==> src/common/definitions.sv <==
package definitions;

    // architectural register index, x0..x31
    typedef logic [4:0] regName_t;

    // native data word of the integer pipeline
    typedef logic [31:0] word_t;

    // byte address as produced by the ALU
    typedef logic [31:0] addr_t;

    // hardwired zero register
    localparam regName_t zero = 5'd0;

endpackage

==> src/common/pipeline_pkg.sv <==
package pipeline_pkg;

    import definitions::*;

    // execute stage result handed to the memory stage
    typedef struct packed {
        logic     valid;
        logic     reg_write;
        logic     mem_to_reg;
        logic     mem_read;
        logic     mem_write;
        // ALU result, or the byte address for loads and stores
        word_t    alu_out;
        word_t    store_data;
        regName_t rd;
    } ex_mem_t;

    // payload crossing the MEM/WB boundary
    typedef struct packed {
        logic     reg_write;
        logic     mem_to_reg;
        word_t    read_data;
        word_t    alu_out;
        regName_t rd;
    } mem_wb_t;

    // command held stable while a data memory request is up
    typedef struct packed {
        logic  write;
        addr_t addr;
        word_t wdata;
    } dmem_req_t;

    // one retired instruction, as seen at the top level
    typedef struct packed {
        logic     valid;
        regName_t rd;
        word_t    data;
    } commit_t;

endpackage

==> src/memory/mem_stage.sv <==
`timescale 1ns/100ps

module mem_stage
    import definitions::*;
    import pipeline_pkg::*;
(
    input  logic      clk,
    input  logic      rstN,
    input  ex_mem_t   ex_in,
    input  logic      dmem_ack,
    input  word_t     dmem_rdata,
    output logic      ex_ready,
    output logic      dmem_req,
    output dmem_req_t dmem_cmd,
    output mem_wb_t   mem_wb_in,
    output logic      mem_read,
    output logic      mem_ready
);

    // releasing waits for ack to drop before the next request may start
    typedef enum logic [1:0] {
        idle,
        request,
        releasing
    } mem_state_t;

    mem_state_t state, state_next;
    logic       accept;
    logic       mem_op;
    logic       is_load;
    logic       pend_load;
    logic       pend_reg_write;
    logic       pend_mem_to_reg;
    regName_t   pend_rd;
    dmem_req_t  cmd_q;

    assign ex_ready = (state == idle);
    assign accept   = ex_in.valid && ex_ready;
    assign mem_op   = ex_in.mem_read || ex_in.mem_write;
    // a write wins if both flags are set
    assign is_load  = ex_in.mem_read && !ex_in.mem_write;

    assign dmem_req = (state == request);
    assign dmem_cmd = cmd_q;

    assign mem_read  = accept && is_load;
    assign mem_ready = (state == request) && dmem_ack && pend_load;

    always_comb begin
        state_next = state;
        case (state)
            idle: begin
                if (accept && mem_op) begin
                    state_next = request;
                end
            end
            request: begin
                if (dmem_ack) begin
                    state_next = releasing;
                end
            end
            releasing: begin
                if (!dmem_ack) begin
                    state_next = idle;
                end
            end
            default: state_next = idle;
        endcase
    end

    always_ff @(posedge clk or negedge rstN) begin
        if (!rstN) begin
            state     <= idle;
            pend_load <= 1'b0;
        end else begin
            state <= state_next;
            if (accept && mem_op) begin
                pend_load <= is_load;
            end
        end
    end

    // command and destination of the access in flight
    always_ff @(posedge clk) begin
        if (accept && mem_op) begin
            cmd_q.write     <= ex_in.mem_write;
            cmd_q.addr      <= ex_in.alu_out;
            cmd_q.wdata     <= ex_in.store_data;
            pend_reg_write  <= ex_in.reg_write;
            pend_mem_to_reg <= ex_in.mem_to_reg;
            pend_rd         <= ex_in.rd;
        end
    end

    always_comb begin
        // bubble by default
        mem_wb_in.reg_write  = 1'b0;
        mem_wb_in.mem_to_reg = 1'b0;
        mem_wb_in.read_data  = '0;
        mem_wb_in.alu_out    = '0;
        mem_wb_in.rd         = zero;
        if ((accept && !mem_op) || mem_read) begin
            mem_wb_in.reg_write  = ex_in.reg_write;
            mem_wb_in.mem_to_reg = ex_in.mem_to_reg;
            mem_wb_in.alu_out    = ex_in.alu_out;
            mem_wb_in.rd         = ex_in.rd;
        end else if (mem_ready) begin
            mem_wb_in.reg_write  = pend_reg_write;
            mem_wb_in.mem_to_reg = pend_mem_to_reg;
            mem_wb_in.read_data  = dmem_rdata;
            mem_wb_in.alu_out    = cmd_q.addr;
            mem_wb_in.rd         = pend_rd;
        end
    end

endmodule

==> config.mk <==
export PLATFORM = sky130hd
export DESIGN_NAME = mem_stage
export DESIGN_NICKNAME = d
export VERILOG_FILES = /design/src/common/definitions.sv /design/src/common/pipeline_pkg.sv /design/src/memory/mem_stage.sv
export SDC_FILE = /design/constraint.sdc
export NUM_CORES = 1
export LEC_CHECK = 0
export ABC_AREA = 1
export BUFFER_PORTS_ARGS = -buffer_cell sky130_fd_sc_hd__buf_2
export CAP_MARGIN = 10
export CORE_MARGIN = 5
export CORE_UTILIZATION = 43
export DETAILED_ROUTE_END_ITERATION = 8
export MAX_ROUTING_LAYER = met4
export PLACE_DENSITY = 0.84
export SYNTH_ARGS = -nofsm -noshare
export SYNTH_HDL_FRONTEND = slang
export SYNTH_SLANG_ARGS = --single-unit
export TNS_END_PERCENT = 50
==> constraint.sdc <==
create_clock -name clk -period 7.4 [get_ports clk]
set_input_delay 0.74 -clock clk [delete_from_list [all_inputs] [get_ports clk]]
set_output_delay 0.74 -clock clk [all_outputs]
set_load 0.02 [all_outputs]
==> flow_summary_export.csv <==
group,metric,value,unit
worst_setup_path,timing.setup.critical_path_class,"in2out",
timing,slew-limit-headroom,40.3,%
synth,synthesis.area,3220,um^2
die,fp.dieH,96.6,um
synth,syn_area_per_cell,10.9,um^2
cts,clockRootBuffer,"clkbuf_8",
placed_design,io_buffers,248,
power,vdd_drop_max,214,uV
route,wl_per_cell,16.5,um
min_path,min-delay-path-class,"in2async",
cts,cts_clock_pin_slew_for_the_worst_setup_and_hold_paths,0.08,ns
finish,drive_above_1_share,50.2,%
placed_design,globalplace.congestion,0.784,
route,routed_wl,10600,um
synth,synth_xor_xnor_area_share,0,%
worst_setup_path,setup.reg_to_reg.worst_slack,4.79,ns
worst_setup_path,critical_path.reg2reg.endpoint,"dmem_cmd[37]",
power,total_power,1.23,mW
route,vias,3046,
synth,ff_latch_count_synth,75,
power,power_density,260,nW/um^2
timing,fmaxAchievable,312,MHz
synth,synth.yosys.warnings,0,
grt,globalRoute.totalOverflow,0,
cts,cts.path.max_buffers,2,
outcome,outcome,"finished clean",
synth,post_synth_main_area_contributors,"edfxtp_1, nand2_1, nand4_1",
timing,fin_crit_sh,43.4,%
cts,worst_skew_pair_later_pin_latency,0.33,ns
finish,mostFrequentLayoutCell,"buf_2",
power,cell_leakage_power,2.55,nW
finish,finish.net_count,646,
worst_setup_path,crit_path_end_kind,"primary output",
cts,cts_inserted_buffers,9,
timing,finClkSkew,0.0108,ns
worst_setup_path,worstPathArrival,2.47,ns
synth,synth-compound-area-share,0.466,%
synth,synthesized_net_count,404,
worst_setup_path,critical_path.endpoint,"mem_wb_in[65]",
worst_setup_path,setup.worst_path.start,"dmem_ack",
grt,grt_start_max_net_pins,47,
grt,initial_antenna_violation_count,0,
cts,tritoncts_clock_tree,"yes",
synth,synthMuxAreaShare,0,%
cts,clkSinkCount,75,
synth,synth_top_family_by_area,"simple AND/OR/NAND/NOR gates",
timing,grt_setup_unrepaired,"no",
cts,postCtsResizedCells,0,
worst_setup_path,critical_path.max_fanout,41,
synth,yosys.area.top_type_share,67.1,%
timing,drv_slew,0,
timing,min_period,3.21,ns
die,floorplan.io_pins,249,
finish,largest_register_ff_count,65,
cts,cts_h_tree_lvls,3,
cts,postCtsSetupBuffers,0,
synth,synthSimpleGateAreaFrac,21.9,%
cts,cts_hold_repair.buffers,0,
synth,synth.yosys.seq_area_share,69.4,%
worst_setup_path,timing.rr.start,"state[0]",
synth,synth-adder-area-share,0,%
timing,hold_viol_final,0,
placed_design,detailed_place_hpwl,7910,um
grt,grt_pass1_wl,14700,um
run,cap_viol_max_count,0,
die,die-area,9330,um^2
synth,yosysTopAreaCell,"edfxtp_1",
finish,insertedDiodeCount,0,
route,dr.pass1.iters,4,
die,core-area,7290,um^2
synth,netlist-cell-type-count,17,
grt,grt_usage,22.0,%
die,die_w,96.6,um
worst_setup_path,r2r_cells,5,
grt,first_global_vias,3021,
timing,setup_violations,0,
die,initial_utilization,44.2,%
timing,setup_total_negative_slack,0,ns
worst_setup_path,timing.critical_path.required,6.66,ns
route,drc_errors,0,
timing,worst_pin_slew,0.894,ns
finish,area.growth.synth_to_final,47.0,%
die,row_count,31,
route,drtAntennaViolNets,0,
worst_setup_path,startpoint_type,"input port",
route,viasPerCell,4.75,
synth,syn-instance-count,295,
finish,mostFrequentLayoutCells,"buf_2, nand2_1, edfxtp_1",
route,initialDrtViolationCount,131,
==> worst max-delay path, cell delays in order <==
cell and delay (ns):
buf_2 0.10, nand2_1 0.08, nor2_4 0.70, inv_2 0.42, nor2_1 0.19, buf_2 0.20
==> layout make-up <==
type	instances	area [um^2]
clock buffer	9	124
inverter	39	146
sequential	75	2240
fill	581	2550
multi-input combinational	161	722
clock inverter	7	123
tap	99	124
timing repair buffer	251	1260
==> routing by layer <==
layer	share of wire [%]	GRT usage (%)
met1	35	22.4
met5	0	-
met3	10	7.51
met2	54	40.3
met4	0.46	5.49
==> where the power goes <==
| group | switching [mW] | internal (mW) |
|---|---|---|
| clock | 0.155 | 0.227 |
| combinational | 0.217 | 0.0876 |
| sequential | 0.0189 | 0.526 |
| total | 0.390 | 0.840 |
==> cell usage after synthesis, drive strengths merged <==
cell type   n
nand4      40
inv        39
nand2      83
o21ai       2
clkbuf      6
nor2       34
dfrtp       3
a21oi       1
buf        14
nand3       1
edfxtp     72
==> worst min path at each step <==
stage              start         to  slack, ns  cells after the start
6_report            rstN   state[0]       0.18                      1
5_1_grt             rstN   state[0]       0.15                      1
4_1_cts             rstN   state[0]       0.16                      1
3_5_place_dp   pend_load  pend_load       0.46                      2
3_3_place_gp   pend_load  pend_load       0.46                      2
2_1_floorplan       rstN  pend_load       0.44                      0
==> metrics by stage <==
stage	cell area [um^2]	setup slack [ns]	utilization (%)	hold WS, ns	instances
after floorplan	3220	4.56	-	0.442	295
after global placement	4490	4.23	61.6	0.464	625
after detailed placement	4490	4.21	61.6	0.460	625
after CTS	4740	4.20	65.0	0.164	641
after global routing	4740	3.96	65.0	0.151	641
final	4740	4.19	65.0	0.180	641
==> cells by family (layout without fill, tap and decap cells) <==
kind of cell           count (synthesis)  after routing
DFF                                   75             75
buffers and inverters                 59            306
AOI/OAI and AO/OA                      3              3
and+or+nand+nor                      158            158
Note: power is estimated with default switching activity, not from simulation.
