`config.mk`:
```
export PLATFORM = sky130hd
export DESIGN_NAME = mem_wb_register
export DESIGN_NICKNAME = d
export VERILOG_FILES = /design/src/common/definitions.sv /design/src/common/pipeline_pkg.sv /design/src/source/mem_wb_register.sv
export SDC_FILE = /design/constraint.sdc
export NUM_CORES = 1
export LEC_CHECK = 0
export BUFFER_PORTS_ARGS = -buffer_cell sky130_fd_sc_hd__clkbuf_2
export CAP_MARGIN = 20
export CORE_MARGIN = 3
export CORE_UTILIZATION = 41
export DETAILED_ROUTE_END_ITERATION = 10
export GPL_ROUTABILITY_DRIVEN = 0
export GPL_TIMING_DRIVEN = 0
export PLACE_DENSITY_LB_ADDON = 0.08
export SETUP_SLACK_MARGIN = 0.5
export SYNTH_ARGS = -nofsm -noshare
export SYNTH_HDL_FRONTEND = slang
export SYNTH_SLANG_ARGS = --single-unit
```
`constraint.sdc`:
```
create_clock -name clk -period 1.6 [get_ports clk]
set_input_delay 0.08 -clock clk [delete_from_list [all_inputs] [get_ports clk]]
set_output_delay 0.08 -clock clk [all_outputs]
set_load 0.05 [all_outputs]
```
`src/common/definitions.sv`:
```
package definitions;

    // architectural register index, x0..x31
    typedef logic [4:0] regName_t;

    // native data word of the integer pipeline
    typedef logic [31:0] word_t;

    // byte address as produced by the ALU
    typedef logic [31:0] addr_t;

    // hardwired zero register
    localparam regName_t zero = 5'd0;

endpackage

```
`src/common/pipeline_pkg.sv`:
```
package pipeline_pkg;

    import definitions::*;

    // execute stage result handed to the memory stage
    typedef struct packed {
        logic     valid;
        logic     reg_write;
        logic     mem_to_reg;
        logic     mem_read;
        logic     mem_write;
        // ALU result, or the byte address for loads and stores
        word_t    alu_out;
        word_t    store_data;
        regName_t rd;
    } ex_mem_t;

    // payload crossing the MEM/WB boundary
    typedef struct packed {
        logic     reg_write;
        logic     mem_to_reg;
        word_t    read_data;
        word_t    alu_out;
        regName_t rd;
    } mem_wb_t;

    // command held stable while a data memory request is up
    typedef struct packed {
        logic  write;
        addr_t addr;
        word_t wdata;
    } dmem_req_t;

    // one retired instruction, as seen at the top level
    typedef struct packed {
        logic     valid;
        regName_t rd;
        word_t    data;
    } commit_t;

endpackage

```
`src/source/mem_wb_register.sv`:
```
`timescale 1ns/100ps

module mem_wb_register
    import definitions::*;
    import pipeline_pkg::*;
(
    input  logic    clk,
    input  logic    rstN,
    input  mem_wb_t mem_wb_in,
    input  logic    mem_read,
    input  logic    mem_ready,
    output mem_wb_t mem_wb_out
);

    typedef enum logic {
        mem_read_idle,
        mem_reading
    } rd_state_t;

    rd_state_t state, state_next;
    regName_t  hold_rd, hold_rd_next;
    regName_t  next_rd;
    logic      hold_mem_to_reg, hold_mem_to_reg_next;
    logic      next_mem_to_reg;

    always_comb begin
        state_next           = state;
        next_rd              = mem_wb_in.rd;
        next_mem_to_reg      = mem_wb_in.mem_to_reg;
        hold_rd_next         = hold_rd;
        hold_mem_to_reg_next = hold_mem_to_reg;
        case (state)
            mem_read_idle: begin
                if (mem_read) begin
                    // park the destination, send a bubble downstream
                    next_rd              = zero;
                    next_mem_to_reg      = 1'b0;
                    hold_rd_next         = mem_wb_in.rd;
                    hold_mem_to_reg_next = mem_wb_in.mem_to_reg;
                    state_next           = mem_reading;
                end
            end
            mem_reading: begin
                if (mem_ready) begin
                    // load data arrives with this cycle's input
                    next_rd         = hold_rd;
                    next_mem_to_reg = hold_mem_to_reg;
                    state_next      = mem_read_idle;
                end
            end
            default: state_next = mem_read_idle;
        endcase
    end

    always_ff @(posedge clk or negedge rstN) begin
        if (!rstN) begin
            state           <= mem_read_idle;
            hold_rd         <= zero;
            hold_mem_to_reg <= 1'b0;
            mem_wb_out      <= '0;
        end else begin
            state                 <= state_next;
            hold_rd               <= hold_rd_next;
            hold_mem_to_reg       <= hold_mem_to_reg_next;
            mem_wb_out.reg_write  <= mem_wb_in.reg_write;
            mem_wb_out.read_data  <= mem_wb_in.read_data;
            mem_wb_out.alu_out    <= mem_wb_in.alu_out;
            mem_wb_out.rd         <= next_rd;
            mem_wb_out.mem_to_reg <= next_mem_to_reg;
        end
    end

endmodule

```
==> summary.md <==
| Metric | Value |
|---|---|
| Status | finished clean |
| Number of logic stages on the critical path including buffering | 4 |
| Power per standard cell area | 1170 mW/mm² |
| Biggest fanout along the worst timing path | 6 |
| Placed standard-cell area | 0.00306 mm² |
| FMAX | 851 MHz |
| Worst endpoint data arrival time | 1.39 ns |
| Max-slew violation count | 0 |
| Area added between synthesis and finish | 80.1% |
| Regs by FF count | mem_wb_out: 71 flops, hold_rd: 5 flops |
| Via total after detailed routing | 1719 |
| Global Route Usage Sum | 21.3% |
| Area leader, netlist | dfrtp_1 |
| Ys Warns | 0 |
| Critical Path Start Type | flop |
| Total DRC errors in the routed layout | 0 |
| Tmin final | 1.18 ns |
| Post-Route Utilization | 77.6% |
| Crit-path max cell delay | 0.38 ns |
| Count of nets after finishing | 409 |
| Slew at the pin with the worst max-slew slack | 0.494 ns |
| Top Ports | 146 |
| Effective utilization at floorplan | 43.1% |
| Post-DR wirelength/cell | 15.4 µm |
| Count of buffering cells on the critical path with inverters included | 2 |
| Total power | 4.71 mW |
| Area share of the leading cell type in the synthesized netlist | 87.6% |
| Gate count after technology mapping | 103 |
| Most frequent cells in the layout | clkbuf_2, dfrtp_1, dlygate4sd3_1, clkbuf_8, mux2_4 |
| Worst ir drop on vdd | 0.000973 V |
| Maximum level of the CTS H-tree | 3 |
| Data required, critical path | 1.82 ns |
| Final setup violation count | 0 |
| Clock buffer count from CTS | 9 |
| # placed instances | 318 |
| Clk slew on worst S/H paths | 0.07 ns |
| CTS root buffer | clkbuf_8 |
| Height of the die | 79.7 µm |
| # clock sinks | 78 |
| Non-filler cells in the finished layout | 408 |
| Via density | 4.21 |
| Design Area, Final | 0.00401 mm² |
| Path type of the worst setup path | reg -> reg |
| Port Buffer Count | 144 |
| Number of iterations in the first detailed-routing pass | 2 |
| Final Hold Violating Endpoints | 0 |
| Cell depth of the worst flop-to-flop path | 4 |
| Family with the most delay on the worst path | flip-flops |
| Setup TNS after final layout | 0 ns |
| Number of flip-flops under the largest register name | 71 |
| Fraction of final layout cells sized beyond drive strength 1 | 51.8% |
| Placement Rows | 26 |
| Proportion of synthesized chip area in sequential cells | 87.6% |
| Standby leakage power | 2.08 nW |
| Most common cell after layout, fill and taps aside | clkbuf_2 |
| Post-synthesis register bit count | 78 |
| Skew final | 0.00351 ns |
| Critical Path Slowest Stage Cell | dfrtp_1 |
| Total half-perimeter wirelength after legalization and detailed placement | 3730 µm |
| Die X-Extent | 79.7 µm |
| Avg Synthesized Cell Area | 21.6 µm² |
| RSZ-0062 raised after global routing | true |
| Hold path depth | 3 |
| Net count after synthesis | 178 |
| Hold WC Path Type | in -> reg |
| CTS tree | yes |
| Std-Cell Core Area | 0.00517 mm² |
| Drt first-iter violations | 23 |
| Worst-skew pair later-pin latency | 0.33 ns |
| Type of element capturing the critical path | flop |
| Pre-CTS WS | 0.410 ns |
| Count of max-cap constraint violations | 0 |
| Relative slew slack | 67.1% |
| Worst hold slack | 0.0819 ns |
| Crit path setup slack, layout | 0.425 ns |
| Series of cell instances along the critical path | buf_6 > nand2b_4 > buf_8 > mux2_4 |
| Remaining global-route overflow | 0 |
| Diode insertion count for antenna repair | 0 |
| Share of the clock period used by the worst path | 73.5% |
| Total Die Area | 0.00636 mm² |
| Pin count of the biggest net entering global routing | 43 |
| Wire length of the first global-routing pass | 9770 µm |
| Number of distinct standard cells referenced by the synthesized netlist | 10 |
| Register with the most flip-flops | mem_wb_out |
| Synth area leaders | dfrtp_1, mux2_4, mux2_2, a22o_1, buf_6 |
| Aggregate routed wire length | 6280 µm |
| Clock tree buffer depth | 2 |
| Number of antenna violations at the first check in global routing | 0 |
| Post-synthesis instance area | 0.00223 mm² |
| Count of nets left with antenna violations after detail routing | 0 |
| Number of global-route vias before repair | 1899 |
synth_stat cells, drive strengths merged:
cell type,instances
a21oi,1
a22o,5
mux2i,2
mux2,11
nor2,1
nand2b,2
dfrtp,78
buf,3
worst min-delay path, delay by kind of cell:
family                 cells  cell delay [ns]
buffers and inverters      1             0.13
and+or+nand+nor            1             0.11
muxes                      1             0.06
power breakdown:
| group | total [mW] | switching (mW) | leakage, nW | internal (mW) |
|---|---|---|---|---|
| Combinational | 1.01 | 0.619 | 1.07 | 0.388 |
| Clock | 1.53 | 0.657 | 0.0994 | 0.869 |
| Sequential | 2.18 | 0.0556 | 0.913 | 2.13 |
| Total | 4.71 | 1.33 | 2.08 | 3.38 |
repair_timing:
action	in CTS	in global routing
endpoints found under the hold margin	113	0
pin swaps	0	0
hold buffers	73	0
buffers inserted	2	0
resized for setup	1	3
setup endpoints to repair	11	15
final cells by class:
class	count	area, µm²
flip-flops and latches	78	1950
multi-input cells	22	243
fillers	306	1160
clock buffers	11	131
repair buffers	220	1490
well taps	70	87.6
plain buffers	3	37.5
clock inverters	4	72.6
path summary, 6_finish.rpt:
kind                                        startpoint                           to  slack (ns)
setup / recovery                       state$_DFF_PN0_       hold_rd[4]$_DFFE_PN0P_        0.42
min in group asynchronous                         rstN     mem_wb_out[12]$_DFF_PN0_        0.28
hold / removal                                mem_read      mem_wb_out[2]$_DFF_PN0_        0.08
hold reg to reg            hold_mem_to_reg$_DFFE_PN0P_  hold_mem_to_reg$_DFFE_PN0P_        0.52
setup reg to reg                       state$_DFF_PN0_       hold_rd[4]$_DFFE_PN0P_        0.42
max in group asynchronous                         rstN       hold_rd[1]$_DFFE_PN0P_        0.74
cell families (layout without fill, tap and decap cells):
| family | after synthesis | after routing | share of synthesized area, % |
|---|---|---|---|
| AO/OA/AOI/OAI | 6 | 6 | 2.19 |
| multiplexers | 13 | 13 | 7.64 |
| buffers and inverters | 3 | 238 | 1.52 |
| AND/OR/NAND/NOR | 3 | 3 | 1.07 |
| flip-flops | 78 | 78 | 87.6 |
layer usage:
| layer | vias to the layer above | track usage [%] | wire length [µm] |
|---|---|---|---|
| met1 | 802 | 21.9 | 2130 |
| met2 | 98 | 37.6 | 3380 |
| li1 | 797 | - | - |
| met5 | - | 0 | 0 |
| met4 | 0 | 11.5 | 202 |
| met3 | 22 | 7.56 | 561 |
No activity file was read; power rests on OpenSTA's default activity.
