[src/common/definitions.sv]
package definitions;

    // architectural register index, x0..x31
    typedef logic [4:0] regName_t;

    // native data word of the integer pipeline
    typedef logic [31:0] word_t;

    // byte address as produced by the ALU
    typedef logic [31:0] addr_t;

    // hardwired zero register
    localparam regName_t zero = 5'd0;

endpackage

[src/source/register_file.sv]
`timescale 1ns/100ps

module register_file
    import definitions::*;
(
    input  logic     clk,
    input  logic     rstN,
    input  logic     rf_we,
    input  regName_t rf_waddr,
    input  word_t    rf_wdata,
    input  regName_t dbg_addr,
    output word_t    dbg_data
);

    // no storage behind x0
    word_t regs [1:31];

    always_ff @(posedge clk or negedge rstN) begin
        if (!rstN) begin
            for (int i = 1; i < 32; i++) begin
                regs[i] <= '0;
            end
        end else if (rf_we && (rf_waddr != zero)) begin
            regs[rf_waddr] <= rf_wdata;
        end
    end

    // combinational read, x0 reads zero
    assign dbg_data = (dbg_addr == zero) ? '0 : regs[dbg_addr];

endmodule

[config.mk]
export PLATFORM = sky130hd
export DESIGN_NAME = register_file
export DESIGN_NICKNAME = d
export VERILOG_FILES = /design/src/common/definitions.sv /design/src/source/register_file.sv
export SDC_FILE = /design/constraint.sdc
export NUM_CORES = 1
export LEC_CHECK = 0
export BUFFER_PORTS_ARGS = -buffer_cell sky130_fd_sc_hd__buf_2
export CORE_MARGIN = 2
export CORE_UTILIZATION = 39
export DETAILED_ROUTE_END_ITERATION = 8
export GPL_TIMING_DRIVEN = 0
export PLACE_DENSITY = 0.53
export SETUP_SLACK_MARGIN = 0.1
export SLEW_MARGIN = 15
export SYNTH_ARGS = -nofsm -noshare
export SYNTH_HDL_FRONTEND = slang
export SYNTH_SLANG_ARGS = --single-unit
[constraint.sdc]
create_clock -name clk -period 1.7 [get_ports clk]
set_clock_uncertainty 0.05 [all_clocks]
set_input_delay 0 -clock clk [delete_from_list [all_inputs] [get_ports clk]]
set_output_delay 0 -clock clk [all_outputs]
set_load 0.01 [all_outputs]
==> results.json, run 1 <==
{
  "outcome": "finished, violations left",
  "violations": "negative hold slack, negative setup slack",
  "cp.arrival_ns": 2.25,
  "viasPerCell": 5.59,
  "cts_tree": "yes",
  "yosys.area_share.simple_pct": 2.31,
  "ant_nets": 0,
  "synth.area.mux_share_pct": 35.7,
  "numCtsBuffers": 110,
  "avgSynthCellArea_um2": 14.3,
  "p_leak_nw": 24.6,
  "synth_edf_count": 0,
  "die-area_um2": 119000,
  "die_width_um": 345,
  "fill_cells": 10200,
  "timing.hold.ws_ns": -0.845,
  "drive_above_1_share_pct": 47.7,
  "finalMaxSlewViolations": 0,
  "clk_latency_ns": 0.69,
  "grt_max_degree": 140,
  "post-synth-top-area-cell": "dfrtp_1",
  "ir_worst_vdd_uv": 963,
  "final_area_um2": 54200,
  "drt-pass1-iter-count": 5,
  "syn_inst": 3162,
  "setup_viol": 98,
  "dp_cells": 4765,
  "synthTopCellsByCount": "992 x dfrtp_1, 941 x mux2_2, 320 x mux2i_1, 146 x clkbuf_1, 139 x buf_2",
  "synth_cell_types": 34,
  "dr.first_iter.drc_count": 1719,
  "p_total_w": 0.0665,
  "synth_compound_area_share_pct": 3.88,
  "drt_wl_total_mm": 137,
  "routedWlPerCell_um": 27.0,
  "required_ns": 1.65,
  "fp-row-count": 125,
  "grt_usage_pct": 22.7,
  "synth_ff_type": "dfrtp_1",
  "fp.dieH_um": 345,
  "initial_core_util_pct": 39.2,
  "synth_xor_area_share_pct": 0,
  "fmax_ghz": 0.434,
  "cts_root_buf": "clkbuf_16",
  "port_buffers": 72,
  "h-tree-depth": 3,
  "overflow": 0,
  "worstSetupStartpointType": "input port",
  "cts_max_path_buffers": 3,
  "synth_fa_ha_area_share_pct": 0,
  "postSynth.asyncResetShare_pct": 100,
  "hpwl_mm": 98.1,
  "worst_slew_pin_slew_ns": 0.989,
  "nets": 3483,
  "io_pins": 77,
  "syn_area_um2": 45400,
  "largest_reg_flops": 992,
  "p_per_area_nw_per_um2": 1230,
  "final_cell_count_no_fill": 5063,
  "top_regs": "regs: 992 flops",
  "synth_top_family_by_area": "multiplexers",
  "yosysMostFrequentCell": "dfrtp_1",
  "pre_cts_ws_ns": -1.38,
  "multiInputGateArea_um2": 20200,
  "reg2reg_depth": 2,
  "path_class": "in2out",
  "ys_seq_area_share_pct": 54.7,
  "hold_viol": 245,
  "timing.slew.headroom_pct": 34.0,
  "placed_area_um2": 47800,
  "synth_fp_nets": 3207,
  "fin_crit_sh_pct": 136,
  "antenna_found_initial": 11,
  "grt_pass1_wl_mm": 203,
  "syn2layout_area_growth_pct": 19.4,
  "synth_top_area_share_pct": 54.7,
  "end_kind": "primary output",
  "period_needed_ns": 2.30,
  "rsz0062_at_grt": "yes",
  "cts_sinks": 992,
  "grt_pass1_vias": 30400,
  "drcViolationCount": 0,
  "setup_slack_ns": -0.604,
  "fin_util_pct": 46.8,
  "register_area_um2": 24800,
  "yosysWarningCount": 0,
  "dr_total_vias": 28300,
  "ys_top_cells_by_area": "dfrtp_1 55%, mux2_2 23%, mux2i_1 7.1%",
  "gp_congestion": 0.853,
  "cp_max_fo": 10,
  "ys_ff_latch": 992,
  "core_um2": 116000,
  "maxCapViolations": 0,
  "clkTransAtPathRegs_ns": 0.06,
  "hp-class": "in2async",
  "top_register": "regs"
}
layout by cell type, fill, tap and decap left out, types with 64 or more instances in the layout:
cell type	count
dfrtp_1	992
clkbuf_16	113
mux2_1	83
o22ai_1	116
buf_4	71
clkbuf_1	137
buf_2	146
mux4_2	64
mux2_2	936
mux2i_1	319
stage by stage:
step / setup TNS, ns / hold slack [ns]
floorplan: 0 / -0.346
global placement: - / 0.239
detailed placement: -604.97 / -0.106
CTS: -116.64 / -0.848
global route: -23.87 / -0.827
finish: -19.20 / -0.845
timing repair:
item	CTS	global route
setup endpoints to repair	404	1004
setup buffers	4	33
hold buffers	41	3
resized for setup	206	227
gates cloned	4	1
pin swaps	53	37
endpoints found under the hold margin	520	221
path summary, 6_finish.rpt:
kind	startpoint	end	slack (ns)
worst max-delay path	dbg_addr[4]	dbg_data[22]	-0.60
worst min-delay path	rstN	regs[57]	-0.85
worst max register to register	regs[557]	regs[557]	0.77
worst min register to register	regs[633]	regs[633]	0.44
max in group asynchronous	rstN	regs[554]	0.43
min in group clk	rf_waddr[4]	regs[802]	0.05
area by class of cell:
cell class | count | area share (%)
Sequential cell | 992 | 45.8
Multi-Input combinational cell | 1851 | 37.3
Clock buffer | 179 | 6.36
Tap cell | 1524 | 3.52
Buffer | 318 | 3.43
Timing Repair Buffer | 165 | 2.77
Clock inverter | 27 | 0.737
Antenna cell | 7 | 0.0323
routing by layer:
metal / GRT usage, % / part of all wire (%) / vias up
met1: 30.8 / 45 / 15200
li1: - / - / 12200
met5: 0 / 0.034 / -
met2: 37.5 / 48 / 685
met4: 6.29 / 2.4 / 6
met3: 3.86 / 5.3 / 213
worst max-delay path: stages:
cell and delay [ns]:
buf_2 0.18, nand2b_1 0.34, clkdlybuf4s15_1 0.90, a211oi_2 0.13
nor4_4 0.46, buf_2 0.22
cell families after synthesis:
group,after synthesis
compound gates,256
buf+inv,319
flops,992
simple gates,187
mux,1408
where the power goes:
| group | leakage (nW) | internal [W] | switching (W) | total, W |
|---|---|---|---|---|
| logic | 9.98 | 0.00599 | 0.00499 | 0.0110 |
| registers | 12.7 | 0.0282 | 0.00230 | 0.0305 |
| clock network | 1.89 | 0.0151 | 0.00990 | 0.0250 |
| total | 24.6 | 0.0494 | 0.0172 | 0.0665 |
Power figures use the tool's default switching activity.
==> inputs of run 2 (changes only) <==
ABC_CLOCK_PERIOD_IN_PS = 1700   (was unset)
CTS_BUF_LIST = sky130_fd_sc_hd__clkbuf_4   (was unset)
==> results.json, run 2 (same netlist as run 1, synthesis figures left out) <==
{
  "cp.arrival_ns": 2.73,
  "cts_max_path_buffers": 4,
  "initial_core_util_pct": 39.2,
  "viasPerCell": 5.51,
  "die_width_um": 345,
  "setup_viol": 575,
  "swShare_pct": 27.7,
  "ant_nets": 0,
  "end_kind": "primary output",
  "cp_num_buf_inv": 5,
  "p_int_w": 0.0454,
  "top_register": "regs",
  "mostFrequentLayoutCells": "992 x dfrtp_1, 941 x mux2_2, 409 x clkbuf_4",
  "gp_congestion": 0.853,
  "fin_util_pct": 46.3,
  "hold_viol": 570,
  "power_switching_w": 0.0175,
  "finalSetupTns_ns": -168.02,
  "met1Wirelength_mm": 61.1,
  "core_um2": 116000,
  "drcViolationCount": 0,
  "clkPwrFrac_pct": 33.8,
  "fill_cells": 10500,
  "outcome": "finished, violations left",
  "dr_total_vias": 29500,
  "numCtsBuffers": 293,
  "io_pins": 77,
  "fmax_ghz": 0.359,
  "syn2layout_area_growth_pct": 18.0,
  "port_buffers": 72,
  "register_area_um2": 24800,
  "clk_latency_ns": 1.17,
  "cp_common_cell": "buf_2",
  "largest_reg_flops": 992,
  "rsz0062_at_grt": "yes",
  "h-tree-depth": 5,
  "timing.slew.headroom_pct": 8.20,
  "wl_met3_mm": 8.24,
  "cts_root_buf": "clkbuf_4",
  "critPathTopFamily": "buffers and inverters",
  "ir_worst_vdd_uv": 517,
  "finalMaxSlewViolations": 0,
  "timing.hold.ws_ns": -1.17,
  "p_comb_share_pct": 17.7,
  "cp_max_fo": 10,
  "hp-class": "in2async",
  "dr.first_iter.drc_count": 1968,
  "grt_usage_pct": 23.3,
  "overflow": 0,
  "layout_commonest_cell": "dfrtp_1",
  "worstSetupStartpointType": "input port",
  "fp-row-count": 125,
  "setup_slack_ns": -1.08,
  "period_needed_ns": 2.78,
  "die-area_um2": 119000,
  "drt-pass1-iter-count": 5,
  "grt_pass1_wl_mm": 208,
  "drt_wl_total_mm": 139,
  "crit_slowest_cell": "clkbuf_1",
  "worst_slew_pin_slew_ns": 1.38,
  "p_per_area_nw_per_um2": 1170,
  "p_total_w": 0.0629,
  "grt_max_degree": 147,
  "nets": 3704,
  "maxCapViolations": 0,
  "grt_pass1_vias": 32300,
  "antenna_found_initial": 13,
  "hpwl_mm": 98.1,
  "path_class": "in2out",
  "cts_tree": "yes",
  "clkTransAtPathRegs_ns": 0.06,
  "max_stage_delay_ns": 0.72,
  "required_ns": 1.65,
  "fp.dieH_um": 345,
  "violations": "negative hold slack, negative setup slack",
  "multiInputGateArea_um2": 20000,
  "dr_wl_met2_mm": 66.6,
  "routed.top_layer": "met5",
  "p_leak_nw": 24.6,
  "drive_above_1_share_pct": 47.8,
  "fin_crit_sh_pct": 164,
  "top_regs": "regs: 992 flops",
  "cts_sinks": 992,
  "routedWlPerCell_um": 25.9,
  "seqPwrFrac_pct": 48.5,
  "path_cells": "buf_2 -> buf_2 -> nand2b_1 -> clkbuf_1 -> clkbuf_1 -> o22ai_1 -> nor3_2 -> nor4_4 -> buf_2"
}
-- run 2: cell types whose count changed in the layout (fill, tap and decap cells not counted), sizes merged, moves of 3 or more --
cell	before	now
dlygate4sd3	39	109
inv	2	7
clkbuf	350	558
bufinv	9	1
dlymetal6s4s	5	0
clkinv	14	55
clkdlybuf4s15	3	0
bufbuf	4	1
-- run 2: per-stage QoR --
stage / worst slack (ns) / area, µm² / hold WS [ns] / cells
floorplan: 0.196 / 45400 / -0.346 / 3162
global placement: -20.24 / 47600 / 0.239 / 4758
detailed placement: -1.38 / 47800 / -0.106 / 4765
CTS: -1.24 / 53100 / -1.30 / 5353
global route: -1.23 / 53500 / -1.24 / 5361
finish: -1.08 / 53500 / -1.17 / 5365
-- run 2: routing by layer --
layer / track usage, % / vias to the layer above
met5: 0 / -
met4: 7.48 / 12
met3: 5.63 / 253
met2: 37.8 / 825
met1: 30.8 / 15600
li1: - / 12800
-- run 2: cell type report --
class,instances,area share [%]
flip-flops and latches,992,46.4
repair buffers,202,3.49
diodes,6,0.0280
clock inverters,63,0.514
multi-input cells,1851,37.3
well taps,1524,3.56
clock buffers,408,5.72
plain buffers,319,2.98
-- run 2: power by group through the flow --
stage	Combinational, W	Clock (W)	Sequential, W
2_1_floorplan	0.00737	0	0.0301
3_3_place_gp	0.00971	0	0.0306
3_5_place_dp	0.0101	0	0.0309
4_1_cts	0.0110	0.0220	0.0305
5_1_grt	0.0120	0.0234	0.0310
6_report	0.0111	0.0213	0.0305
-- run 2: path summary, 6_finish.rpt --
| kind | slack, ns | cells past startpoint | from | endpoint |
|---|---|---|---|---|
| min in group clk | 0.04 | 4 | rf_waddr[3] | regs[351] |
| setup / recovery | -1.08 | 9 | dbg_addr[2] | dbg_data[22] |
| setup reg to reg | 0.28 | 2 | regs[27] | regs[27] |
| hold reg to reg | 0.44 | 1 | regs[633] | regs[633] |
| hold / removal | -1.17 | 3 | rstN | regs[56] |
| max in group asynchronous | 0.45 | 6 | rstN | regs[619] |
-- run 2: tightest hold or removal path, stage by stage --
cell    delay [ns]
buf_12        0.08
buf_16        0.09
buf_16        0.29
-- run 2: timing repair --
item / 4_1_cts / 5_1_grt
buffers inserted: 2 / 5
pin swaps: 46 / 22
resized for setup: 132 / 79
endpoints found under the setup margin: 179 / 964
gates cloned: 1 / 2
hold endpoints to repair: 1572 / 1416
hold buffers: 114 / 5
