$ cat src/common/definitions.sv
package definitions;

    // architectural register index, x0..x31
    typedef logic [4:0] regName_t;

    // native data word of the integer pipeline
    typedef logic [31:0] word_t;

    // byte address as produced by the ALU
    typedef logic [31:0] addr_t;

    // hardwired zero register
    localparam regName_t zero = 5'd0;

endpackage

$ cat src/common/pipeline_pkg.sv
package pipeline_pkg;

    import definitions::*;

    // execute stage result handed to the memory stage
    typedef struct packed {
        logic     valid;
        logic     reg_write;
        logic     mem_to_reg;
        logic     mem_read;
        logic     mem_write;
        // ALU result, or the byte address for loads and stores
        word_t    alu_out;
        word_t    store_data;
        regName_t rd;
    } ex_mem_t;

    // payload crossing the MEM/WB boundary
    typedef struct packed {
        logic     reg_write;
        logic     mem_to_reg;
        word_t    read_data;
        word_t    alu_out;
        regName_t rd;
    } mem_wb_t;

    // command held stable while a data memory request is up
    typedef struct packed {
        logic  write;
        addr_t addr;
        word_t wdata;
    } dmem_req_t;

    // one retired instruction, as seen at the top level
    typedef struct packed {
        logic     valid;
        regName_t rd;
        word_t    data;
    } commit_t;

endpackage

$ cat src/source/writeback_stage.sv
`timescale 1ns/100ps

module writeback_stage
    import definitions::*;
    import pipeline_pkg::*;
(
    input  logic     clk,
    input  logic     rstN,
    input  mem_wb_t  mem_wb_out,
    output logic     rf_we,
    output regName_t rf_waddr,
    output word_t    rf_wdata,
    output commit_t  commit
);

    // load data or ALU result
    assign rf_wdata = mem_wb_out.mem_to_reg ? mem_wb_out.read_data : mem_wb_out.alu_out;
    assign rf_waddr = mem_wb_out.rd;

    // writes to x0 are dropped here and never show as commits
    assign rf_we = mem_wb_out.reg_write && (mem_wb_out.rd != zero);

    always_ff @(posedge clk or negedge rstN) begin
        if (!rstN) begin
            commit <= '0;
        end else begin
            commit <= '{valid: rf_we, rd: rf_waddr, data: rf_wdata};
        end
    end

endmodule

$ cat config.mk
export PLATFORM = sky130hd
export DESIGN_NAME = writeback_stage
export DESIGN_NICKNAME = d
export VERILOG_FILES = /design/src/common/definitions.sv /design/src/common/pipeline_pkg.sv /design/src/source/writeback_stage.sv
export SDC_FILE = /design/constraint.sdc
export NUM_CORES = 1
export LEC_CHECK = 0
export BUFFER_PORTS_ARGS = -buffer_cell sky130_fd_sc_hd__buf_2
export CAP_MARGIN = 15
export CORE_ASPECT_RATIO = 0.8
export CORE_MARGIN = 5
export CORE_UTILIZATION = 31
export CTS_CLUSTER_DIAMETER = 100
export CTS_CLUSTER_SIZE = 24
export DETAILED_ROUTE_END_ITERATION = 6
export GPL_ROUTABILITY_DRIVEN = 0
export PLACE_DENSITY = 0.86
export SKIP_CTS_REPAIR_TIMING = 1
export SYNTH_ARGS = -nofsm -noshare
export SYNTH_HDL_FRONTEND = slang
export SYNTH_SLANG_ARGS = --single-unit
export TNS_END_PERCENT = 100
$ cat constraint.sdc
create_clock -name clk -period 0.87 [get_ports clk]
set_clock_uncertainty 0.2 [all_clocks]
set_input_delay 0.0435 -clock clk [delete_from_list [all_inputs] [get_ports clk]]
set_output_delay 0.0435 -clock clk [all_outputs]
set_load 0.01 [all_outputs]
==> results.py, run 1 <==
metrics = {
    "run_status": {
        "status": "finished with violations",
        "violations": "negative hold slack, negative setup slack",
    },
    "layout": {
        "antenna-diode-count": 0,
        "drive_gt1_frac": 0.8300,
        "largestRegisters": "commit (38)",
        "regMostFlops": "commit",
        "fin_nets": 325,
        "largest_reg_flops": 38,
        "syn_to_final_growth_pct": 114.5,
    },
    "grt": {
        "grt_max_degree": 39,
        "grt_pass1_vias": 1341,
        "antenna_found_initial": 0,
        "grt_overflow": 0,
        "grt_pass1_wl_mm": 6.782,
        "grt.total_usage": 0.1479,
    },
    "sta": {
        "setup_viol": 72,
        "slew_headroom": 0.8651,
        "worst_slack_ns": -0.3714,
        "fmax_mhz": 805.5,
        "final_hold_viol_count": 35,
        "final_max_slew_viol_count": 0,
        "post-route-min-period_ns": 1.241,
        "hold_slack_ns": -0.2985,
        "tightest_slew_ns": 0.2024,
        "period_share": 1.427,
        "rsz0062_at_grt": "true",
    },
    "place": {
        "port-buffer-count": 148,
        "dpl.hpwl_mm": 3.654,
        "detailedPlace.worstSlack_ns": -0.3635,
    },
    "worst_hold_path": {
        "hold_start": "mem_wb_out[1]",
        "hp-class": "in2reg",
    },
    "power_and_ir_drop": {
        "ir_drop_mv": 1.027,
        "p_switching_w": 0.001137,
        "combPwrFrac": 0.253,
        "p_leak_nw": 1.617,
        "internal-power_w": 0.003882,
        "power_frac_clock": 0.362,
        "power_frac_seq": 0.385,
        "switching_share": 0.2266,
        "p_per_area_nw_per_um2": 1682,
    },
    "logic_synthesis": {
        "synthCells": 81,
        "yosys-top-cells-area": "dfrtp_1 68%, mux2_2 24%, buf_4 4.3%",
        "seq_area_frac_synth": 0.6835,
        "ys.warnings.count": 0,
        "yosys.area.top_type": "dfrtp_1",
        "synth.distinct_cells": 7,
        "yosysTopAreaCellShare": 0.6835,
        "avgSynthCellArea_um2": 17.18,
        "synth_fp_nets": 154,
        "synth-seq-cells": 38,
        "syn-cell-area_um2": 1391,
    },
    "setup_path": {
        "critPathMaxFanout": 2,
        "worstPathRequired_ns": 0.63,
        "path_delay_family": "simple AND/OR/NAND/NOR gates",
        "critPathSlowestCell": "or4_4",
        "path_cells": "buf_6 > or4_4 > o21a_1 > buf_2",
        "start_kind": "primary input",
        "max_stage_delay_ns": 0.52,
        "arrival_ns": 1.00,
        "crit_buf_inv": 2,
        "cp-startpoint": "mem_wb_out[4]",
        "crit_path_end_kind": "output port",
        "worstSetupPathType": "in2out",
    },
    "floorplanning": {
        "die-area_um2": 5936,
        "die_x_um": 84.90,
        "io-pin-count": 149,
        "start_util": 0.3269,
        "fp-row-count": 21,
        "core_um2": 4257,
        "fp.dieH_um": 69.92,
    },
    "drt": {
        "viasPerCell": 4.484,
        "ant_nets": 0,
        "dr.pass1.iters": 4,
        "drt-total-wl_mm": 5.440,
        "vias": 1390,
        "drtIter0Drc": 38,
        "wl_per_cell_um": 17.55,
        "drc": 0,
    },
    "clock_network": {
        "clockBufferDepth": 2,
        "cts_tree": "yes",
        "cts.sinks": 38,
        "cts_inserted_buffers": 5,
        "h-tree-depth": 2,
        "clock_tree.root_cell": "clkbuf_8",
        "path_clk_slew_ns": 0.07,
    },
    "flow_run": {
        "maxCapViolCount": 0,
    },
}
layout make-up:
type	instances	area, um2
clock buffer	6	82.58
clock inverter	2	60.06
fill	311	1272
multi-input combinational	34	499.2
sequential	38	950.9
tap	57	71.32
timing repair buffer	173	1320
cells in the final DEF (no fill, tap or decap):
master         count
dlygate4sd3_1      4
clkbuf_16          3
dfrtp_1           38
clkbuf_8           6
bufinv_16          2
buf_12             4
buf_6             43
mux2_4            32
buf_2            104
o21a_1             1
buf_8              1
buf_4             14
or4_4              1
per-stage QoR:
| stage | util | instance area, um2 | power, W | cells | setup TNS (ns) |
|---|---|---|---|---|---|
| 6_report | 0.7011 | 2984 | 0.005020 | 310 | -10.25 |
| 5_1_grt | 0.7011 | 2984 | 0.005237 | 310 | -12.17 |
| 4_1_cts | 0.5835 | 2484 | 0.004732 | 292 | -14.14 |
| 3_5_place_dp | 0.5500 | 2341 | 0.002898 | 284 | -13.47 |
| 3_3_place_gp | 0.5500 | 2341 | 0.002871 | 284 | -13.02 |
| 2_1_floorplan | - | 1562 | 0.002417 | 81 | -3.608 |
Yosys cell counts (all sizes together):
cell type   n
dfrtp      38
mux2       32
buf         8
clkbuf      1
o21a        1
or4         1
per-layer routing:
metal  track usage  vias up  part of all wire
met4       0.06503        0             0.019
met2        0.2676       93              0.55
met3       0.05053       10             0.081
met1        0.1543      669              0.35
li1              -      618                 -
met5             0        -                 0
worst paths after layout:
| kind | end | slack [ns] | depth (start not counted) |
|---|---|---|---|
| max in group asynchronous | commit[29] | 0.22 | 3 |
| hold / removal | commit[33] | -0.30 | 1 |
| min in group asynchronous | commit[34] | 0.06 | 3 |
| setup / recovery | rf_we | -0.37 | 4 |
power groups by stage:
stage	Clock (W)	Combinational, W	Sequential, W
after floorplan	0	0.000385	0.00203
after global placement	0	0.000921	0.00195
after detailed placement	0	0.000943	0.00195
after CTS	0.00187	0.000946	0.00192
after global routing	0.00195	0.00135	0.00194
final	0.00182	0.00127	0.00193
kinds of logic (layout without fill, tap and decap cells):
logic type / Yosys count / in the layout / synth area share
multiplexers: 32 / 32 / 0.2590
AO/OA/AOI/OAI: 1 / 1 / 0.005398
AND/OR/NAND/NOR: 1 / 1 / 0.005398
buffers and inverters: 9 / 181 / 0.04676
flip-flops: 38 / 38 / 0.6835
(Power assumes the default switching activity.)
==> run 2, diff against run 1 <==
--- a/config.mk
+++ b/config.mk
@@ -15,6 +15,7 @@
 export DETAILED_ROUTE_END_ITERATION = 6
 export GPL_ROUTABILITY_DRIVEN = 0
 export PLACE_DENSITY = 0.86
+export SETUP_SLACK_MARGIN = 0.05
 export SKIP_CTS_REPAIR_TIMING = 1
 export SYNTH_ARGS = -nofsm -noshare
 export SYNTH_HDL_FRONTEND = slang
==> results.py, run 2 (synthesis gave the netlist of run 1 again) <==
metrics = {
    "layout": {
        "final_common_cell": "buf_2",
        "final_cell_mix": "100 x buf_2, 47 x buf_6, 38 x dfrtp_1, 32 x mux2_4, 17 x buf_4",
        "stdcell_area_um2": 2914,
        "largest_reg_flops": 38,
        "syn_to_final_growth_pct": 109.4,
        "regMostFlops": "commit",
        "fin_nets": 324,
        "final_core_util": 0.6846,
        "antenna-diode-count": 0,
        "largestRegisters": "commit (38)",
        "drive_gt1_frac": 0.8367,
    },
    "clock_network": {
        "clock_tree.root_cell": "clkbuf_8",
        "h-tree-depth": 2,
        "cts_tree": "yes",
        "path_clk_slew_ns": 0.07,
        "clockBufferDepth": 2,
        "cts_inserted_buffers": 5,
        "cts.sinks": 38,
    },
    "grt": {
        "antenna_found_initial": 0,
        "grt_max_degree": 22,
        "grt.total_usage": 0.1547,
        "grt_pass1_wl_mm": 7.072,
        "grt_pass1_vias": 1386,
        "grt_overflow": 0,
    },
    "drt": {
        "drt-total-wl_mm": 5.907,
        "vias": 1369,
        "viasPerCell": 4.445,
        "ant_nets": 0,
        "drtIter0Drc": 15,
        "drc": 0,
        "dr.pass1.iters": 4,
        "wl_per_cell_um": 19.18,
    },
    "worst_hold_path": {
        "hold_depth": 1,
        "hp-class": "in2reg",
    },
    "place": {
        "port-buffer-count": 148,
        "detailedPlace.worstSlack_ns": -0.3534,
        "dpl_cell_area_um2": 2344,
    },
    "floorplanning": {
        "fp-row-count": 21,
        "start_util": 0.3269,
        "die_x_um": 84.90,
        "die-area_um2": 5936,
        "io-pin-count": 149,
        "fp.dieH_um": 69.92,
        "core_um2": 4257,
    },
    "flow_run": {
        "maxCapViolCount": 0,
    },
    "setup_path": {
        "critPathSlowestCell": "or4_1",
        "cp.depth": 4,
        "max_stage_delay_ns": 0.50,
        "start_kind": "primary input",
        "arrival_ns": 0.96,
        "path_cells": "buf_6 > or4_1 > o21a_1 > buf_2",
        "worstPathRequired_ns": 0.63,
        "crit_path_end_kind": "output port",
        "crit_buf_inv": 2,
        "path_delay_family": "simple AND/OR/NAND/NOR gates",
        "worstSetupPathType": "in2out",
        "critPathMaxFanout": 2,
    },
    "run_status": {
        "status": "finished with violations",
        "violations": "negative hold slack, negative setup slack",
    },
    "sta": {
        "worst_slack_ns": -0.3377,
        "period_share": 1.388,
        "post-route-min-period_ns": 1.208,
        "final_max_slew_viol_count": 0,
        "slew_headroom": 0.8285,
        "tightest_slew_ns": 0.2573,
        "fmax_mhz": 828.0,
        "final_hold_viol_count": 38,
        "rsz0062_at_grt": "true",
        "setup_viol": 71,
        "hold_slack_ns": -0.2933,
        "setup_tns_ns": -10.24,
    },
    "power_and_ir_drop": {
        "p_leak_nw": 1.589,
        "p_per_area_nw_per_um2": 1498,
        "ir_drop_mv": 0.9197,
        "power_w": 0.004366,
    },
}
run 2: cell types whose count changed in the layout (fill, tap and decap cells not counted), moves of 2 or more:
cell,delta
clkinv_2,+2
buf_2,-4
bufinv_16,-2
dlygate4sd3_1,-3
buf_6,+4
buf_4,+3
run 2: metal layers:
metal | global-route usage | routed length, um
met3 | 0.06698 | 628
met2 | 0.2867 | 3267
met5 | 0 | 0
met1 | 0.1554 | 1849
met4 | 0.04745 | 161
run 2: worst paths after layout:
check / to / startpoint / slack (ns)
min in group asynchronous: commit[6] / rstN / 0.09
max in group asynchronous: commit[16] / rstN / 0.14
max: rf_we / mem_wb_out[0] / -0.34
min: commit[33] / mem_wb_out[1] / -0.29
run 2: cell type report:
| cell class | instances | area, um2 |
|---|---|---|
| fill | 303 | 1343 |
| timing repair buffer | 172 | 1318 |
| sequential | 38 | 950.9 |
| multi-input combinational | 34 | 495.5 |
| tap | 57 | 71.32 |
| clock buffer | 5 | 68.82 |
| clock inverter | 2 | 10.01 |
run 2: power breakdown:
| part | leakage [nW] | switching [W] | internal (W) |
|---|---|---|---|
| logic | 1.10 | 0.000519 | 0.000777 |
| clock network | 0.0438 | 0.000597 | 0.000538 |
| registers | 0.443 | 0.0000437 | 0.00189 |
run 2: metrics by stage:
| step | instances | hold WS, ns |
|---|---|---|
| finish | 308 | -0.2933 |
| global route | 308 | -0.3059 |
| CTS | 292 | -0.4809 |
| detailed placement | 285 | -0.1719 |
| global placement | 285 | -0.1879 |
| floorplan | 81 | -0.4521 |
==> run 3, diff against run 2 <==
--- a/config.mk
+++ b/config.mk
@@ -16,7 +16,6 @@
 export GPL_ROUTABILITY_DRIVEN = 0
 export PLACE_DENSITY = 0.86
 export SETUP_SLACK_MARGIN = 0.05
-export SKIP_CTS_REPAIR_TIMING = 1
 export SYNTH_ARGS = -nofsm -noshare
 export SYNTH_HDL_FRONTEND = slang
 export SYNTH_SLANG_ARGS = --single-unit
==> results.py, run 3 (synthesis gave the netlist of run 1 again) <==
metrics = {
    "run_status": {
        "status": "finished with violations",
        "violations": "negative hold slack, negative setup slack",
    },
    "sta": {
        "final_max_slew_viol_count": 0,
        "slew_headroom": 0.8219,
        "period_share": 1.389,
        "fmax_mhz": 827.5,
        "tightest_slew_ns": 0.2672,
        "setup_viol": 74,
        "worst_slack_ns": -0.3385,
        "post-route-min-period_ns": 1.209,
        "hold_slack_ns": -0.2948,
        "rsz0062_at_grt": "true",
        "final_hold_viol_count": 38,
    },
    "drt": {
        "viasPerCell": 4.468,
        "drc": 0,
        "dr.pass1.iters": 4,
        "wl_per_cell_um": 19.89,
        "ant_nets": 0,
        "vias": 1394,
        "drtIter0Drc": 12,
        "drt-total-wl_mm": 6.206,
    },
    "grt": {
        "grt_pass1_vias": 1696,
        "grt_use_met1": 0.1895,
        "grt.total_usage": 0.2024,
        "gr-usage-met2": 0.3684,
        "top_usage_layer": "met2",
        "grt_overflow": 0,
        "grt_max_degree": 22,
        "grt_pass1_wl_mm": 8.976,
        "antenna_found_initial": 0,
        "met3_usage": 0.08813,
    },
    "layout": {
        "multi_input_area_um2": 495.5,
        "drive_gt1_frac": 0.8392,
        "antenna-diode-count": 0,
        "fin_nets": 328,
        "regMostFlops": "commit",
        "largest_reg_flops": 38,
        "final_common_cell": "buf_2",
        "stdcell_area_um2": 2989,
        "final_cell_mix": "98 x buf_2, 51 x buf_6, 38 x dfrtp_1, 32 x mux2_4, 18 x buf_4",
        "fillCellCount": 280,
        "register_area_um2": 950.9,
        "syn_to_final_growth_pct": 114.8,
        "largestRegisters": "commit (38)",
    },
    "clock_network": {
        "clock_tree.root_cell": "clkbuf_8",
        "cts_tree": "yes",
        "path_clk_slew_ns": 0.07,
        "hold_buffers": 1,
        "cts.sinks": 38,
        "h-tree-depth": 2,
        "clockBufferDepth": 2,
        "cts_inserted_buffers": 5,
    },
    "setup_path": {
        "worstPathRequired_ns": 0.63,
        "arrival_ns": 0.97,
        "worstSetupPathType": "in2out",
        "critPathSlowestCell": "or4_1",
        "path_delay_family": "simple AND/OR/NAND/NOR gates",
        "endpoint": "rf_we",
        "crit_buf_inv": 2,
        "crit_path_end_kind": "output port",
        "critPathMaxFanout": 2,
        "cp-startpoint": "mem_wb_out[0]",
        "max_stage_delay_ns": 0.50,
        "start_kind": "primary input",
        "cp.depth": 4,
        "path_cells": "buf_6 > or4_1 > o21a_1 > buf_2",
    },
    "floorplanning": {
        "die_x_um": 84.90,
        "start_util": 0.3269,
        "fp-row-count": 21,
        "fp.dieH_um": 69.92,
        "die-area_um2": 5936,
        "core_um2": 4257,
        "io-pin-count": 149,
    },
    "worst_hold_path": {
        "hp-class": "in2reg",
        "hold_depth": 1,
    },
    "power_and_ir_drop": {
        "p_leak_nw": 1.622,
        "ir_drop_mv": 1.030,
        "p_per_area_nw_per_um2": 1482,
        "power_w": 0.004429,
    },
    "place": {
        "dpl_cell_area_um2": 2344,
        "port-buffer-count": 148,
    },
    "flow_run": {
        "maxCapViolCount": 0,
    },
}
-- run 3: cell count changes in the layout (fill, tap and decap cells not counted) --
cell       change
buf_12         +2
buf_16         +3
buf_2          -2
buf_4          +1
buf_6          +4
buf_8          -1
clkbuf_16      -3
-- run 3: layout make-up --
cell class	instances	area share
Clock inverter	2	0.003349
Tap cell	57	0.02386
Clock buffer	5	0.02302
Multi-Input combinational cell	34	0.1658
Timing Repair Buffer	176	0.4659
Sequential cell	38	0.3181
-- run 3: per-stage QoR --
stage               worst slack (ns)  setup TNS [ns]  hold WS (ns)  cells    util
floorplan                    -0.2302          -3.786       -0.4521     81       -
global placement             -0.3408          -11.42       -0.1879    285  0.5506
detailed placement           -0.3534          -12.48       -0.1719    285  0.5506
CTS                          -0.3426          -11.67       -0.3036    309  0.6822
global route                 -0.3678          -12.82       -0.3064    312  0.7022
finish                       -0.3385          -11.10       -0.2948    312  0.7022
-- run 3: metal layers --
| metal | wire length [um] | up-vias |
|---|---|---|
| met3 | 631 | 25 |
| met5 | 0 | - |
| met2 | 3343 | 92 |
| met1 | 1931 | 658 |
| met4 | 300 | 0 |
| li1 | - | 619 |
-- run 3: how the worst min path moves through the flow --
stage / startpoint / endpoint / slack, ns
after floorplan: rstN / commit[0] / -0.45
after global routing: mem_wb_out[1] / commit[33] / -0.31
after global placement: rstN / commit[3] / -0.19
after detailed placement: rstN / commit[2] / -0.17
final: mem_wb_out[1] / commit[33] / -0.29
after CTS: mem_wb_out[1] / commit[33] / -0.30
-- run 3: power by group --
part	internal [W]	total, W	switching [W]
Combinational	0.000822	0.00136	0.000541
Sequential	0.00189	0.00194	0.0000464
Clock	0.000538	0.00113	0.000590
Total	0.00325	0.00443	0.00118
-- run 3: what timing repair did --
item                                   CTS  global route
gates resized for setup                 48            16
setup endpoints to repair               72            76
setup buffers                           12             4
endpoints found under the hold margin   76            38
gates cloned                             4             0
